--- src/hdl/audio_defines.svh ---
//**************************************************************************
// build-time sizes for the sampled audio mixer
//   channel count, memory address width, period and length
//   field widths, DAC sample width
//**************************************************************************

`ifndef AUDIO_DEFINES_SVH
`define AUDIO_DEFINES_SVH

`define AUDIO_NCHAN     2       // number of sample channels
`define AUDIO_ADDR_W    16      // memory word address
`define AUDIO_PERIOD_W  15      // playback period field
`define AUDIO_LEN_W     15      // sample length field, in words
`define AUDIO_DAC_W     8       // offset-binary DAC value

`endif
--- src/hdl/audio_pkg.sv ---
//**************************************************************************
// audio_pkg
//   vector types for addresses, words, samples, volumes and DAC values
//   per-channel settings struct and memory request struct
//   fetch controller state encoding
//**************************************************************************

`include "audio_defines.svh"

package audio_pkg;

    typedef logic [`AUDIO_ADDR_W-1:0]   addr_t;     // memory word address
    typedef logic [15:0]                word_t;     // two samples, high byte first
    typedef logic signed [7:0]          sample_t;
    typedef logic [6:0]                 vol_t;      // 127 is close to unity
    typedef logic [`AUDIO_DAC_W-1:0]    dac_t;      // 128 is silence
    typedef logic [`AUDIO_PERIOD_W-1:0] period_t;
    typedef logic [`AUDIO_LEN_W-1:0]    len_t;

    // settings of one channel, written by the host
    typedef struct packed {
        logic    enable;
        logic    restart;   // force reload of start and len
        logic    tile;      // memory bank select
        vol_t    vol_l;
        vol_t    vol_r;
        period_t period;    // cycles per sample minus one
        addr_t   start;
        len_t    len;       // words per pass minus one
    } chan_cfg_t;

    typedef struct packed {
        logic  tile;
        addr_t addr;
    } mem_req_t;

    typedef enum logic [1:0] {
        IDLE     = 2'd0,
        ISSUE    = 2'd1,
        WAIT_ACK = 2'd2
    } fetch_state_t;

endpackage

--- src/hdl/audio_mixer_top.sv ---
//**************************************************************************
// audio_mixer_top
//   sample channels sharing one fetch controller
//   volume mixer feeding a left and a right pulse-density DAC
//**************************************************************************

`timescale 1ns/100ps
`include "audio_defines.svh"

module audio_mixer_top (
    input  logic                        clk,
    input  logic                        reset_i,
    input  audio_pkg::chan_cfg_t        chan_cfg_i [`AUDIO_NCHAN],
    output logic [`AUDIO_NCHAN-1:0]     reload_o,
    output logic                        mem_fetch_o,
    output audio_pkg::mem_req_t         mem_req_o,
    input  logic                        mem_ack_i,
    input  audio_pkg::word_t            mem_word_i,
    output audio_pkg::dac_t             sample_l_o,
    output audio_pkg::dac_t             sample_r_o,
    output logic                        pdm_l_o,
    output logic                        pdm_r_o
);

    logic [`AUDIO_NCHAN-1:0] want;
    logic [`AUDIO_NCHAN-1:0] grant;
    audio_pkg::mem_req_t     req [`AUDIO_NCHAN];
    audio_pkg::word_t        word;              // returned word, same for all channels
    audio_pkg::sample_t      sample [`AUDIO_NCHAN];
    audio_pkg::vol_t         vol_l [`AUDIO_NCHAN];
    audio_pkg::vol_t         vol_r [`AUDIO_NCHAN];

    for (genvar i = 0; i < `AUDIO_NCHAN; i++) begin : g_chan
        assign vol_l[i] = chan_cfg_i[i].vol_l;
        assign vol_r[i] = chan_cfg_i[i].vol_r;

        audio_channel u_chan (
            .clk      (clk),
            .reset_i  (reset_i),
            .cfg_i    (chan_cfg_i[i]),
            .grant_i  (grant[i]),
            .word_i   (word),
            .want_o   (want[i]),
            .req_o    (req[i]),
            .sample_o (sample[i]),
            .reload_o (reload_o[i])
        );
    end

    audio_fetch_ctrl u_fetch (
        .clk         (clk),
        .reset_i     (reset_i),
        .want_i      (want),
        .req_i       (req),
        .grant_o     (grant),
        .word_o      (word),
        .mem_fetch_o (mem_fetch_o),
        .mem_req_o   (mem_req_o),
        .mem_ack_i   (mem_ack_i),
        .mem_word_i  (mem_word_i)
    );

    audio_mix u_mix (
        .clk      (clk),
        .reset_i  (reset_i),
        .sample_i (sample),
        .vol_l_i  (vol_l),
        .vol_r_i  (vol_r),
        .out_l_o  (sample_l_o),
        .out_r_o  (sample_r_o)
    );

    audio_pdm_dac u_dac_l (
        .clk     (clk),
        .reset_i (reset_i),
        .value_i (sample_l_o),
        .pulse_o (pdm_l_o)
    );

    audio_pdm_dac u_dac_r (
        .clk     (clk),
        .reset_i (reset_i),
        .value_i (sample_r_o),
        .pulse_o (pdm_r_o)
    );

endmodule

--- src/hdl/audio_pdm_dac.sv ---
//**************************************************************************
// audio_pdm_dac
//   first-order delta-sigma modulator, one output bit per cycle
//**************************************************************************

`timescale 1ns/100ps
`include "audio_defines.svh"

module audio_pdm_dac (
    input  logic            clk,
    input  logic            reset_i,
    input  audio_pkg::dac_t value_i,
    output logic            pulse_o
);

    logic [`AUDIO_DAC_W:0] acc;     // top bit is the carry out

    always_ff @(posedge clk) begin
        if (reset_i) begin
            acc <= '0;
        end else begin
            acc <= {1'b0, acc[`AUDIO_DAC_W-1:0]} + {1'b0, value_i};
        end
    end

    // density of ones follows value over 256 cycles
    assign pulse_o = acc[`AUDIO_DAC_W];

endmodule

--- src/hdl/audio_mix.sv ---
//**************************************************************************
// audio_mix
//   stage one, per-channel sample times left and right volume
//   stage two, channel sum, scaling, saturation, offset binary
//**************************************************************************

`timescale 1ns/100ps
`include "audio_defines.svh"

module audio_mix (
    input  logic                clk,
    input  logic                reset_i,
    input  audio_pkg::sample_t  sample_i [`AUDIO_NCHAN],
    input  audio_pkg::vol_t     vol_l_i [`AUDIO_NCHAN],
    input  audio_pkg::vol_t     vol_r_i [`AUDIO_NCHAN],
    output audio_pkg::dac_t     out_l_o,
    output audio_pkg::dac_t     out_r_o
);

    localparam int NCHAN  = `AUDIO_NCHAN;
    localparam int PROD_W = 16;
    localparam int SUM_W  = PROD_W + $clog2(NCHAN) + 1;

    logic signed [PROD_W-1:0] prod_l [NCHAN];
    logic signed [PROD_W-1:0] prod_r [NCHAN];
    logic signed [SUM_W-1:0]  sum_l;
    logic signed [SUM_W-1:0]  sum_r;

    // scale back by 128, clip to a signed byte, flip the sign bit
    function automatic audio_pkg::dac_t to_dac(input logic signed [SUM_W-1:0] sum);
        logic signed [SUM_W-1:0] scaled;
        logic [7:0]              clipped;
        scaled = sum >>> 7;
        if (scaled > 127) begin
            clipped = 8'h7f;
        end else if (scaled < -128) begin
            clipped = 8'h80;
        end else begin
            clipped = scaled[7:0];
        end
        return {~clipped[7], clipped[6:0]};
    endfunction

    always_ff @(posedge clk) begin
        if (reset_i) begin
            for (int i = 0; i < NCHAN; i++) begin
                prod_l[i] <= '0;
                prod_r[i] <= '0;
            end
        end else begin
            for (int i = 0; i < NCHAN; i++) begin
                prod_l[i] <= sample_i[i] * $signed({1'b0, vol_l_i[i]});
                prod_r[i] <= sample_i[i] * $signed({1'b0, vol_r_i[i]});
            end
        end
    end

    always_comb begin
        sum_l = '0;
        sum_r = '0;
        for (int i = 0; i < NCHAN; i++) begin
            sum_l = sum_l + prod_l[i];
            sum_r = sum_r + prod_r[i];
        end
    end

    always_ff @(posedge clk) begin
        if (reset_i) begin
            out_l_o <= {1'b1, {(`AUDIO_DAC_W-1){1'b0}}};    // mid scale
            out_r_o <= {1'b1, {(`AUDIO_DAC_W-1){1'b0}}};
        end else begin
            out_l_o <= to_dac(sum_l);
            out_r_o <= to_dac(sum_r);
        end
    end

endmodule

--- src/hdl/audio_channel.sv ---
//**************************************************************************
// audio_channel
//   period counter setting the playback rate
//   length counter and address register with reload from settings
//   two-sample word buffer and current output sample
//**************************************************************************

`timescale 1ns/100ps

module audio_channel (
    input  logic                    clk,
    input  logic                    reset_i,
    input  audio_pkg::chan_cfg_t    cfg_i,
    input  logic                    grant_i,
    input  audio_pkg::word_t        word_i,
    output logic                    want_o,
    output audio_pkg::mem_req_t     req_o,
    output audio_pkg::sample_t      sample_o,
    output logic                    reload_o
);

    audio_pkg::period_t period_cnt;
    audio_pkg::len_t    len_cnt;        // words left in this pass
    audio_pkg::addr_t   addr_q;
    logic               tile_q;
    audio_pkg::word_t   buf_q;
    logic               second_q;       // next advance takes the low byte
    logic               advance;
    logic               run_out;

    assign advance = cfg_i.enable && ((period_cnt == '0) || cfg_i.restart);
    assign run_out = (len_cnt == '0) || cfg_i.restart;

    assign req_o.tile = tile_q;
    assign req_o.addr = addr_q;

    // one advance every period+1 cycles
    always_ff @(posedge clk) begin
        if (reset_i) begin
            period_cnt <= '0;
        end else if (!cfg_i.enable || advance) begin
            period_cnt <= cfg_i.period;
        end else begin
            period_cnt <= period_cnt - 1'b1;
        end
    end

    // sample output and word buffer
    always_ff @(posedge clk) begin
        if (reset_i) begin
            sample_o <= '0;
            buf_q    <= '0;
        end else begin
            if (advance) begin
                sample_o <= buf_q[15:8];
                buf_q    <= {buf_q[7:0], buf_q[7:0]};   // low byte repeats on underrun
            end
            if (grant_i) begin
                buf_q <= word_i;
            end
            if (!cfg_i.enable) begin
                sample_o <= '0;                         // silent when off
            end
        end
    end

    // word sequencing, once per two samples
    always_ff @(posedge clk) begin
        if (reset_i) begin
            second_q <= 1'b0;
            len_cnt  <= '0;         // first word step is a reload
            want_o   <= 1'b0;
            reload_o <= 1'b0;
        end else begin
            reload_o <= 1'b0;
            if (grant_i) begin
                want_o <= 1'b0;
            end
            if (!cfg_i.enable) begin
                second_q <= 1'b0;
                len_cnt  <= '0;
                want_o   <= 1'b0;
            end else if (advance) begin
                second_q <= !second_q;
                if (second_q) begin
                    want_o <= 1'b1;             // a new need wins over a grant
                    if (run_out) begin
                        len_cnt  <= cfg_i.len;
                        reload_o <= 1'b1;
                    end else begin
                        len_cnt <= len_cnt - 1'b1;
                    end
                end
            end
        end
    end

    // fetch address of the next word
    always_ff @(posedge clk) begin
        if (advance && second_q) begin
            if (run_out) begin
                addr_q <= cfg_i.start;
                tile_q <= cfg_i.tile;
            end else begin
                addr_q <= addr_q + 1'b1;
            end
        end
    end

endmodule

--- src/hdl/audio_fetch_ctrl.sv ---
//**************************************************************************
// audio_fetch_ctrl
//   round-robin arbiter for channel word requests
//   request/acknowledge FSM on the shared memory read port
//   one-cycle grant of the returned word to the requesting channel
//**************************************************************************

`timescale 1ns/100ps
`include "audio_defines.svh"

module audio_fetch_ctrl (
    input  logic                            clk,
    input  logic                            reset_i,
    input  logic [`AUDIO_NCHAN-1:0]         want_i,
    input  audio_pkg::mem_req_t             req_i [`AUDIO_NCHAN],
    output logic [`AUDIO_NCHAN-1:0]         grant_o,
    output audio_pkg::word_t                word_o,
    output logic                            mem_fetch_o,
    output audio_pkg::mem_req_t             mem_req_o,
    input  logic                            mem_ack_i,
    input  audio_pkg::word_t                mem_word_i
);

    localparam int NCHAN = `AUDIO_NCHAN;
    localparam int IDX_W = (NCHAN > 1) ? $clog2(NCHAN) : 1;

    audio_pkg::fetch_state_t state;
    logic [IDX_W-1:0]        rr_ptr;        // first channel to look at
    logic [IDX_W-1:0]        sel_q;         // channel being served
    logic [IDX_W-1:0]        pick;
    logic                    pick_valid;

    // nearest wanting channel at or after the pointer
    always_comb begin : pick_next
        int j;
        pick       = rr_ptr;
        pick_valid = 1'b0;
        for (int k = NCHAN - 1; k >= 0; k--) begin
            j = int'(rr_ptr) + k;
            if (j >= NCHAN) begin
                j = j - NCHAN;
            end
            if (want_i[j]) begin
                pick       = IDX_W'(j);
                pick_valid = 1'b1;
            end
        end
    end

    always_ff @(posedge clk) begin
        if (reset_i) begin
            state       <= audio_pkg::IDLE;
            mem_fetch_o <= 1'b0;
            rr_ptr      <= '0;
            sel_q       <= '0;
        end else begin
            case (state)
                audio_pkg::IDLE: begin
                    if (pick_valid) begin
                        sel_q <= pick;
                        state <= audio_pkg::ISSUE;
                    end
                end
                audio_pkg::ISSUE: begin
                    mem_fetch_o <= 1'b1;        // request registered below
                    state       <= audio_pkg::WAIT_ACK;
                end
                audio_pkg::WAIT_ACK: begin
                    if (mem_ack_i) begin
                        mem_fetch_o <= 1'b0;
                        rr_ptr      <= (int'(sel_q) == NCHAN - 1) ? '0 : sel_q + 1'b1;
                        state       <= audio_pkg::IDLE;
                    end
                end
                default: state <= audio_pkg::IDLE;
            endcase
        end
    end

    // held stable for the whole handshake
    always_ff @(posedge clk) begin
        if (state == audio_pkg::ISSUE) begin
            mem_req_o <= req_i[sel_q];
        end
    end

    // word is valid in the ack cycle, pass it on with the grant
    always_comb begin
        grant_o = '0;
        if (state == audio_pkg::WAIT_ACK && mem_ack_i) begin
            grant_o[sel_q] = 1'b1;
        end
    end

    assign word_o = mem_word_i;

endmodule

--- config.mk ---
export PLATFORM = sky130hd
export DESIGN_NAME = audio_mixer_top
export DESIGN_NICKNAME = d
export VERILOG_FILES = /design/src/hdl/audio_pkg.sv /design/src/hdl/audio_mixer_top.sv /design/src/hdl/audio_pdm_dac.sv /design/src/hdl/audio_mix.sv /design/src/hdl/audio_channel.sv /design/src/hdl/audio_fetch_ctrl.sv
export VERILOG_INCLUDE_DIRS = /design/src /design/src/hdl
export SDC_FILE = /design/constraint.sdc
export NUM_CORES = 1
export LEC_CHECK = 0
export BUFFER_PORTS_ARGS = -buffer_cell sky130_fd_sc_hd__buf_2
export CAP_MARGIN = 5
export CORE_MARGIN = 3
export CORE_UTILIZATION = 36
export DETAILED_ROUTE_END_ITERATION = 10
export SYNTH_ARGS = -nofsm -noshare
export SYNTH_HDL_FRONTEND = slang
export SYNTH_SLANG_ARGS = --single-unit
export TNS_END_PERCENT = 5
--- constraint.sdc ---
create_clock -name clk -period 6.05 [get_ports clk]
set_input_delay 0.9075 -clock clk [delete_from_list [all_inputs] [get_ports clk]]
set_output_delay 0.9075 -clock clk [all_outputs]
set_load 0.01 [all_outputs]
**Word level (Yosys, flattened, before mapping)**

Memory sizes are Yosys's and may differ from the RTL's.
Cells that the tools add are included.

- Multiplexer cells: 55
- Div/mod/pow operators: 0
- Bitwise operators: 13
- Equal/unequal tests: 4
- $add $sub $neg: 14
- Shift-type cells: 0
- Reductions and logical operators: 36
- Multipliers: 4
- $lt $le $gt $ge: 11

Operator list:

| kind | number |
|---|---|
| $mux W16 | 10 |
| $lt A32 B3 Y1 const B | 2 |
| $mul A8 B8 Y16 | 4 |
| $mux W32 | 2 |
| $logic_not A15 Y1 | 4 |
| $mux W15 | 4 |
| $sub A15 B1 Y15 const B | 4 |
| $mux W17 | 3 |
| $mux W8 | 6 |
| $add A16 B16 Y17 | 2 |
| $add A16 B1 Y16 const B | 2 |
| $ge A32 B3 Y1 const B | 1 |
| $sub A32 B3 Y32 const B | 1 |
| $mux W1 | 24 |
| $gt A10 B8 Y1 const B | 2 |
| $lt A10 B8 Y1 const B | 2 |
| $add A8 B8 Y9 | 2 |
| $reduce_and A2 Y1 | 8 |
| $not A1 Y1 | 8 |
| $reduce_or A4 Y1 | 2 |
| $logic_and A1 B1 Y1 | 6 |
| $logic_or A1 B1 Y1 | 6 |
| $mux W2 | 3 |
| $pmux W2 S3 | 1 |
| other kinds (19) | 28 |

- Register bits: 204
- Latch bits: 0
- Memory bits (writable): 64
- ROM bits: 0
- Memories: 2
- Output and inout port bits: 38
- Bits of input ports: 145

Memories:

| name | words | width | read ports | clocked after Yosys merged registers in | write ports | RTL line | source |
|---|---|---|---|---|---|---|---|
| u_mix.prod_l | 2 | 16 | 2 | 0 | 2 | audio_mix.sv:24 | `logic signed [PROD_W-1:0] prod_l [NCHAN];` |
| u_mix.prod_r | 2 | 16 | 2 | 0 | 2 | audio_mix.sv:25 | `logic signed [PROD_W-1:0] prod_r [NCHAN];` |

**Logic depth before layout (Yosys ltp)**

Gate-level depths: netlist of the first run.

- Depth in word-level cells: 10
- Mapped depth: 18

**Hierarchy**

From an unflattened synthesis of the first run, not the netlist that was laid out.

- Cells, all modules: 2409
- Area, all modules: 22077.4 sq um

Modules (own cells, without submodules):

| module | area an instance (sq um) | cells each | instances |
|---|---|---|---|
| audio_mix | 12311.8 | 1387 | 1 |
| audio_channel | 3791.1 | 415 | 2 |
| audio_fetch_ctrl | 1097.3 | 78 | 1 |
| audio_pdm_dac at u_dac_l | 571.8 | 60 | 1 |
| audio_pdm_dac at u_dac_r | 514.2 | 54 | 1 |

**Worst setup path after synthesis of the first run**

Ideal clock, no wire load.

- Kind: input port to flip-flop
- Start point: input chan_cfg_i[50] in the netlist's numbering
- End point: memory u_mix.prod_r[1][14], in the netlist u_mix.prod_r[0][30]
- Stages: 17
- Setup time: 0.128 ns
- Data required time: 5.922 ns
- Setup slack: 1.247 ns
- Arrival: 4.676 ns
- Buffers on the path: 0
- Cell sequence: and2_1 -> fa_1 -> inv_1 -> fa_1 -> inv_1 -> fa_1 -> inv_1 -> fa_1 -> inv_1 -> ha_1 -> o21a_1 -> o21ai_0 -> nor2_1 -> o41ai_1 -> o21ai_0 -> xnor2_1 -> nor2_1

RTL lines:

| element | RTL line | source |
|---|---|---|
| from (decl) | audio_mixer_top.sv:13 | `` input audio_pkg::chan_cfg_t chan_cfg_i [`AUDIO_NCHAN], `` |
| to (decl) | audio_mix.sv:25 |  |

==> results of run 1 <==
## cell usage in the layout (no fill, tap or decap), drive strengths merged, types with 6 or more instances in the layout
cell type,instances
clkbuf,41
nand4,7
buf,193
ha,184
a21o,28
fa,186
xnor2,75
dfxtp,217
a22oi,12
nor3,50
nor2,213
xor2,55
mux2i,32
and2,171
clkinv,6
a21oi,122
o31ai,12
nor2b,36
or3,19
o21ai,102
mux2,18
nand2,202
nand2b,12
and3,14
inv,361
o41ai,6
o21bai,7
nor4,9
a211oi,43
nand3,43
o21a,12
edfxtp,51
or2,8
## path summary, 6_finish.rpt
path	endpoint	slack, ns	from
setup reg to reg	u_mix.prod_r[0][30]	1.11	g_chan[1].u_chan.sample_o[5]
setup / recovery	u_mix.prod_r[0][30]	1.11	g_chan[1].u_chan.sample_o[5]
hold / removal	g_chan[0].u_chan.buf_q[7]	0.45	g_chan[0].u_chan.buf_q[7]
hold reg to reg	g_chan[0].u_chan.buf_q[7]	0.45	g_chan[0].u_chan.buf_q[7]
## through the flow
stage,cell area [um^2],setup slack [ns],instances
6_report,24100,1.11,3362
5_1_grt,24100,0.752,3358
4_1_cts,24100,1.12,3358
3_5_place_dp,23000,0.805,3305
3_3_place_gp,23000,0.858,3305
2_1_floorplan,21400,1.25,2426
## state kept, by name, summed over array words and instances, names as in the netlist, 9 cells and up
register	count
g_chan.u_chan.sample_o	16
u_dac_r.acc	9
u_mix.prod_r	32
u_dac_l.acc	9
g_chan.u_chan.len_cnt	30
u_fetch.mem_req_o	17
g_chan.u_chan.period_cnt	30
g_chan.u_chan.buf_q	32
g_chan.u_chan.addr_q	32
u_mix.prod_l	32
## layer usage
layer,GRT usage [%],up-vias
met3,2.81,73
met1,20.7,8061
li1,-,8163
met5,0,-
met4,3.83,8
met2,28.1,304
## power breakdown
part | total [W] | internal [W] | switching, W
Combinational | 0.000259 | 0.000101 | 0.000159
Sequential | 0.00186 | 0.00184 | 0.0000210
Clock | 0.00195 | 0.00119 | 0.000770
## critical path, stage by stage (launching register included)
cell,delay (ns)
dfxtp_1,0.72
nand2_1,0.20
fa_1,0.56
inv_1,0.05
fa_1,0.46
fa_1,0.56
inv_1,0.06
fa_1,0.52
inv_1,0.04
ha_1,0.23
a2111oi_0,0.45
nor2_1,0.12
o41ai_1,0.41
o21ai_0,0.19
xnor2_1,0.17
nor2_1,0.05
## final cells by class
class | count | area, um^2
Inverter | 361 | 1360
Tap cell | 765 | 957
Timing Repair Buffer | 193 | 996
Clock buffer | 41 | 875
Multi-Input combinational cell | 1718 | 13800
Clock inverter | 12 | 200
Fill cell | 5781 | 34100
Sequential cell | 268 | 5880
Antenna cell | 4 | 10.0
## kinds of logic (layout without fill, tap and decap cells)
group	Yosys count	in the layout	share of synthesized area, %
AO/OA/AOI/OAI	373	373	10.6
XOR/XNOR	130	130	5.32
adder cells (fa/ha/maj)	370	370	28.2
buffers and inverters	440	607	7.90
flip-flops	268	268	27.5
multiplexers	50	50	2.45
other	0	4	0
AND/OR/NAND/NOR	795	795	18.1
==> metrics.md, run 1 <==
| Metric | Value |
|---|---|
| Final worst path period need | 4.94 ns |
| Max-slew violations | 0 |
| Pwr Total | 0.00408 W |
| TritonRoute pass-1 iters | 4 |
| Routed wl met3 | between 2 and 2.5 mm |
| Synth top area share | around 20% |
| Cell Area, Synth | approximately 21000 um^2 |
| Max_cap viols | 0 |
| Hold WC Path Type | flip-flop to flip-flop |
| Hpwl dp | a little under 40 mm |
| RSZ-0062 raised after global routing | no |
| Worst Path Required | roughly 6.5 ns |
| Max-slew headroom | approximately a quarter |
| First-pass GRT wire length | 84.1 mm |
| Largest net degree at the start of global routing | 84 |
| Startpoint types | flip-flop |
| Die Footprint | between 60000 and 70000 um^2 |
| Core area | 58200 um^2 |
| Final #Nets | 3087 |
| Final ANT Viol Nets | 0 |
| Most common cell in the netlist | inv_1 |
| Synthesized area per cell | ~8.8 um^2 |
| M1 wire length | 22.4 mm |
| TritonCTS clock tree | done |
| Final period util | 81.6% |
| Number of unique standard cell types used by synthesis | 64 |
| PD cells | 169 nW/um^2 |
| Layout cell share with drive strength beyond 1 | roughly a tenth |
| EDFF count, synth | 51 |
| Overflow after GRT | 0 |
| Hold buffer count at cts | 0 |
| Commonest cells post-synth | inv_1, dfxtp_1, nor2_1 |
| Net Count, Synth | 2941 |
| Die Span Y | 250 um |
| Clock skew | 0.0216 ns |
| Initial core utilization | 36.7% |
| Port bufs | 182 |
| Status | completed |
| Residual DRC | 0 |
| Post-CTS Setup Inserts | 0 |
| Top_reg_cell synth | dfxtp_1 |
| Average vias per placed instance | 4.94 |
| Area Growth Syn to Fin | 12.7% |
| Highest metal used | met5 |
| GR Util All Layers | 16.1% |
| Skew-Pair Late Insertion Delay | 0.59 ns |
| Setup TNS | 0 ns |
| Number of gates resized after cts | 0 |
| Post-route core utilization | 41.4% |
| Cell taking the most area after synthesis | dfxtp_1 |
| Final Setup Violations | 0 |
| Critical path class | flip-flop to flip-flop |
| FMAX | 203 MHz |
| Cells after synthesis | 2426 |
| Leak pwr | 11.3 nW |
| Io pins | 183 |
| Worst R2R Path Depth | 15 |
| Via Count | around 17000 |
| Wire per inst | 14.9 um |
| WHS Path Cells | 2 |
| Seq/Total Area, Yosys | 27.5% |
| Synth warn | 0 |
| #FFs+latches synth | 268 |
| Final hold viol count | 0 |
| Total CTS buffers | 30 |
| Die width | 250 um |
| FP Rows | 88 |
| Worst VDD drop | 0.000210 V |
| DR WL met2 | 24.3 mm |
| H-tree Lvls | 1 |
| Ys async rst share | 0% |
| Initial antenna violation count | 6 |
| Worst Path Max Fanout | 12 |
| Vias in the first global route | ~17000 |
| DR iter-0 viols | 731 |
| Hold_ws | between 0.4 and 0.5 ns |
| Synth top area cells | dfxtp_1, fa_1, ha_1 |
| WL final | around 50 mm |
| CTS root buffer | clkbuf_16 |
| Worst-margin pin slew | 1.12 ns |
| GP Congestion | 0.852 |
| CTS clk-pin slew, worst paths | 0.06 ns |
| Critical path endpoint category | flip-flop |
| Clock Tree Buf Depth | 3 |
| Clock sink count | 268 |
| CP arrival | 5.37 ns |
No activity file was read; power rests on OpenSTA's default activity.
==> inputs of run 2 (changes only) <==
==> constraint.sdc (replaced) <==
create_clock -name clk -period 4.4 [get_ports clk]
set_input_delay 0.66 -clock clk [delete_from_list [all_inputs] [get_ports clk]]
set_output_delay 0.66 -clock clk [all_outputs]
set_load 0.01 [all_outputs]
==> run 2 against run 1 <==
Via count rose by 3.6%. Hold slack got worse by 0.19 ns. Sequential power is 38% higher. Total power rose by 36%. Die area is the same. Combinational power up 46%. Non-clock buffer count increased by 174. Clock power grew 34%. Utilization grew 2.8 points. Critical path type unchanged. Largest cell class unchanged. Largest power group unchanged.
==> metrics.md, run 2 (synthesized netlist as in run 1, its figures left out) <==
| Metric | Value |
|---|---|
| Status | completed |
| Hpwl dp | 41.3 mm |
| Final Setup Violations | 0 |
| Startpoint types | flip-flop |
| Worst Path Max Fanout | 7 |
| FP Rows | 88 |
| Initial antenna violation count | 6 |
| Dpl cells | roughly 3500 |
| RSZ-0062 raised after global routing | yes |
| Via Count | 17214 |
| Wire per inst | 14.5 um |
| Port bufs | 182 |
| Final instance area | roughly 26000 um^2 |
| Layout cell share with drive strength beyond 1 | between 10% and 20% |
| Die Footprint | between 60000 and 70000 um^2 |
| Worst Path Required | between 4 and 5 ns |
| Most frequent cells in the layout | inv_1, nor2_1, dfxtp_1 |
| FMAX | approximately 230 MHz |
| Worst setup margin | 0.0748 ns |
| H-tree Lvls | 1 |
| GR Util All Layers | 16.4% |
| PD cells | roughly 220 nW/um^2 |
| DP Area | roughly 24000 um^2 |
| Final worst path period need | between 4 and 5 ns |
| Core area | approximately 58000 um^2 |
| Die width | 250 um |
| Max_cap viols | 0 |
| Die Span Y | around 250 um |
| Worst-margin pin slew | 1.05 ns |
| Critical path class | flip-flop to flip-flop |
| DR iter-0 viols | between 600 and 700 |
| Commonest non-fill, non-tap cell in the layout | inv_1 |
| Critical path endpoint category | flip-flop |
| WL final | 51.2 mm |
| Worst R2R Path Depth | 18 |
| Total of fill cells in the finished design | approximately 5700 |
| Net Sw Frac | 23.4% |
| Clock skew | 0.0146 ns |
| TritonRoute pass-1 iters | 5 |
| Average vias per placed instance | 4.86 |
| Clock Power Share | 47.1% |
| Hold WC Path Type | primary input to flip-flop |
| Residual DRC | 0 |
| Setup crit start | g_chan[0].u_chan.sample_o[4] |
| Area Growth Syn to Fin | 20.2% |
| Clock Tree Buf Depth | 3 |
| Hold buffer count at cts | 0 |
| Max-slew headroom | 30.3% |
| P_int | 0.00426 W |
| Flop pwr share | 46.1% |
| Initial core utilization | 36.7% |
| CP arrival | 4.76 ns |
| Clock sink count | 268 |
| Hold_sp | chan_cfg_i[60] |
| Max-slew violations | 0 |
| Post-route core utilization | 44.1% |
| Worst reg2reg startpoint | g_chan[0].u_chan.sample_o[4] |
| Final hold viol count | 0 |
| Pre-CTS setup slack | -0.502 ns |
| WHS Path Cells | 1 |
| Worst VDD drop | about 0.00033 V |
| Combinational Power Share | 6.8% |
| Leak pwr | 12.2 nW |
| Overflow after GRT | 0 |
| CTS root buffer | clkbuf_16 |
| First-pass GRT wire length | 86.5 mm |
| Skew-Pair Late Insertion Delay | 0.58 ns |
| Total CTS buffers | 30 |
| Vias in the first global route | around 18000 |
| Final ANT Viol Nets | 0 |
| GP Congestion | approximately 0.85 |
| Final std cells w/o fill | between 3000 and 4000 |
| CTS clk-pin slew, worst paths | 0.06 ns |
| Final #Nets | 3261 |
| Io pins | 183 |
| Switching pwr | 0.00130 W |
| Largest net degree at the start of global routing | 80 |
| TritonCTS clock tree | done |
| Final period util | 98.3% |
[run 2: final cells by class]
| class | count | area, um^2 | area share [%] |
|---|---|---|---|
| tap | 765 | 957 | 3.72 |
| timing repair buffer | 367 | 2330 | 9.07 |
| inverter | 361 | 1360 | 5.28 |
| clock inverter | 18 | 220 | 0.857 |
| clock buffer | 37 | 827 | 3.22 |
| antenna | 5 | 12.5 | 0.0487 |
| sequential | 268 | 5910 | 23.0 |
| multi-input combinational | 1718 | 14100 | 54.8 |
[run 2: worst paths after layout]
check | endpoint | slack [ns]
max | u_mix.prod_r[0][12] | 0.07
min | g_chan[1].u_chan.tile_q | 0.26
max reg2reg | u_mix.prod_r[0][12] | 0.07
min reg2reg | g_chan[1].u_chan.buf_q[3] | 0.46
[run 2: timing repair]
action / 4_1_cts / 5_1_grt
pin swaps: 0 / 20
buffers inserted: 0 / 3
setup endpoints to repair: 13 / 16
gates cloned: 0 / 0
gates resized for setup: 13 / 64
[run 2: metal layers]
layer / up-vias / GRT usage, % / wire length (um)
met1: 8325 / 21.0 / 22800
met3: 77 / 2.59 / 2310
met5: - / 0 / 45
met4: 6 / 4.13 / 1210
met2: 284 / 28.8 / 24900
li1: 8522 / - / -
[run 2: power groups by stage]
stage | Sequential [W] | Combinational, W | Clock, W
after global placement | 0.00261 | 0.000368 | 0
after CTS | 0.00256 | 0.000380 | 0.00270
after detailed placement | 0.00262 | 0.000378 | 0
after global routing | 0.00256 | 0.000421 | 0.00279
final | 0.00256 | 0.000377 | 0.00262
after floorplan | 0.00261 | 0.000207 | 0
[run 2: metrics by stage]
stage                TNS, ns  hold WS [ns]  total power [W]
global route          -0.430         0.231          0.00578
detailed placement     -6.37         0.453          0.00300
CTS                 -0.00527         0.225          0.00565
global placement       -4.72         0.441          0.00298
floorplan             -0.155         0.436          0.00282
finish                     0         0.264          0.00556
[run 2: critical path: stages (launching register included)]
cell     delay (ns)
dfxtp_4        0.38
buf_6          0.14
and2_4         0.14
fa_1           0.54
inv_2          0.04
fa_1           0.53
inv_1          0.05
fa_1           0.48
inv_1          0.05
fa_1           0.49
inv_2          0.05
ha_4           0.21
o21a_1         0.17
o21ai_2        0.15
nor2_2         0.06
o41ai_2        0.36
buf_4          0.17
xor2_1         0.13
nor2_1         0.05
==> inputs of run 3 (changes only) <==
--- a/config.mk
+++ b/config.mk
@@ -10,7 +10,9 @@
 export CAP_MARGIN = 5
 export CORE_MARGIN = 3
 export CORE_UTILIZATION = 36
+export CTS_BUF_LIST = sky130_fd_sc_hd__clkbuf_16
 export DETAILED_ROUTE_END_ITERATION = 10
+export PLACE_DENSITY = 0.64
 export SYNTH_ARGS = -nofsm -noshare
 export SYNTH_HDL_FRONTEND = slang
 export SYNTH_SLANG_ARGS = --single-unit
==> run 3 against run 2 <==
Critical path depth down 1. Utilization down 0.33 points. Clock power down 9.9%. Final area down 0.74%. Sequential cell count unchanged. Clock-buffer cell count down 7. Clock skew up 0.0094 ns. Sequential share of layout area up 0.20 points. Register-to-register slack better by 0.02 ns. Worst setup slack better by 0.019 ns. First-iteration DRC count up 28%. Critical path type unchanged. Highest routed layer unchanged.
==> metrics.md, run 3 (synthesized netlist as in run 1, its figures left out) <==
| Metric | Value |
|---|---|
| CP peak stage delay | 0.50 ns |
| DP Area | between 20000 and 25000 um^2 |
| Setup TNS | 0 ns |
| Wire per inst | roughly 15 um |
| FMAX | 232 MHz |
| Most frequent cells in the layout | inv_1, nor2_1, dfxtp_1 |
| Pre-CTS setup slack | -0.442 ns |
| Leak pwr | 12.2 nW |
| Final worst path period need | between 4 and 5 ns |
| Average vias per placed instance | 4.89 |
| Vias in the first global route | 17986 |
| Clock sink count | 268 |
| Status | completed |
| Max-slew headroom | ~30% |
| FP Rows | just under 90 |
| Layout cell share with drive strength beyond 1 | 17.8% |
| Largest net degree at the start of global routing | 77 |
| Die Span Y | 250 um |
| TritonCTS clock tree | done |
| Commonest non-fill, non-tap cell in the layout | inv_1 |
| Pwr Total | roughly 0.0053 W |
| WL final | 51.5 mm |
| Worst VDD drop | 0.000349 V |
| Worst Path Required | 4.90 ns |
| GP Congestion | 0.864 |
| PD cells | just over 200 nW/um^2 |
| Area Growth Syn to Fin | 19.3% |
| Core area | 58200 um^2 |
| Initial core utilization | 36.7% |
| Worst path most repeated cell | fa_1 |
| Hold buffer count at cts | 0 |
| Final #Nets | roughly 3300 |
| Slowest cell on the critical path | fa_1 |
| Final period util | 97.9% |
| Final instance area | 25500 um^2 |
| Die Footprint | 62400 um^2 |
| CP cell instances | buf_12 > and2_1 > fa_1 > fa_1 > inv_1 > fa_1 > fa_1 > inv_1 > ha_1 > buf_4 > o21a_1 > o21ai_1 > a21o_1 > a21oi_2 > nor3_1 > or3_1 > a21oi_1 |
| CTS clk-pin slew, worst paths | 0.06 ns |
| Critical path class | flip-flop to flip-flop |
| Clock skew | between 0.02 and 0.025 ns |
| First-pass GRT wire length | 85.9 mm |
| H-tree Lvls | 1 |
| Port bufs | 182 |
| Residual DRC | 0 |
| Clock Tree Buf Depth | 3 |
| Max-slew violations | 0 |
| Io pins | 183 |
| Worst-margin pin slew | 1.04 ns |
| Via Count | around 17000 |
| RSZ-0062 raised after global routing | yes |
| Worst Path Max Fanout | 12 |
| Max_cap viols | 0 |
| Hpwl dp | about 42 mm |
| Startpoint types | flip-flop |
| Final hold viol count | 0 |
| DR iter-0 viols | 773 |
| GR Util All Layers | between 15 and 20% |
| Skew-Pair Late Insertion Delay | 0.59 ns |
| Hold WC Path Type | primary input to flip-flop |
| Final ANT Viol Nets | 0 |
| Die width | 250 um |
| CP arrival | 4.80 ns |
| TritonRoute pass-1 iters | 5 |
| Critical path endpoint category | flip-flop |
| Worst setup margin | 0.0941 ns |
| Overflow after GRT | 0 |
| Initial antenna violation count | 2 |
| Final Setup Violations | 0 |
| CTS root buffer | clkbuf_16 |
| Total CTS buffers | 30 |
## run 3: changes by cell type in the layout (fill, tap and decap cells not counted), sizes merged
cell,delta
bufinv,-3
buf,-3
inv,+8
clkbuf,-7
diode,-3
clkinv,+2
## run 3: through the flow
stage	hold slack, ns	utilization, %	instances
finish	0.266	43.8	3533
global route	0.231	43.8	3531
CTS	0.216	43.5	3531
detailed placement	0.450	41.8	3475
global placement	0.443	41.8	3475
floorplan	0.436	-	2426
## run 3: timing repair
| item | CTS | global route |
|---|---|---|
| resized for setup | 20 | 54 |
| pin swaps | 2 | 20 |
| buffers inserted | 1 | 0 |
| endpoints found under the setup margin | 12 | 18 |
## run 3: worst paths after layout
kind / slack [ns] / cells past startpoint / startpoint / endpoint
hold / removal: 0.27 / 1 / chan_cfg_i[123] / g_chan[0].u_chan.tile_q
setup / recovery: 0.09 / 17 / g_chan[1].u_chan.sample_o[3] / u_mix.prod_l[0][31]
setup reg to reg: 0.09 / 17 / g_chan[1].u_chan.sample_o[3] / u_mix.prod_l[0][31]
hold reg to reg: 0.46 / 2 / g_chan[1].u_chan.buf_q[5] / g_chan[1].u_chan.buf_q[5]
## run 3: final cells by class
cell class / instances / area [um^2]
multi-input cells: 1718 / 14000
flip-flops and latches: 268 / 5910
diodes: 2 / 5.00
repair buffers: 364 / 2320
clock buffers: 30 / 751
inverters: 361 / 1360
well taps: 765 / 957
clock inverters: 25 / 175
fillers: 5699 / 32700
## run 3: layer usage
| layer | vias to the layer above | global-route usage [%] | wire [um] |
|---|---|---|---|
| met2 | 322 | 29.6 | 25600 |
| li1 | 8519 | - | - |
| met3 | 78 | 2.40 | 2350 |
| met4 | 4 | 3.37 | 985 |
| met5 | - | 0 | 31 |
| met1 | 8339 | 20.6 | 22500 |
## run 3: power breakdown
group | internal [W] | leakage (nW) | switching [W]
Combinational | 0.000157 | 9.45 | 0.000222
Clock | 0.00130 | 0.477 | 0.00105
Sequential | 0.00253 | 2.23 | 0.0000291
Total | 0.00399 | 12.2 | 0.00131
## run 3: worst max-delay path: cells and delay by family (launching register included)
family                   cells  cell delay [ns]
AO/OA/AOI/OAI                5             0.70
flip-flops                   1             0.36
AND/OR/NAND/NOR              3             0.60
buffers and inverters        4             0.37
adder cells (fa/ha/maj)      5             2.22
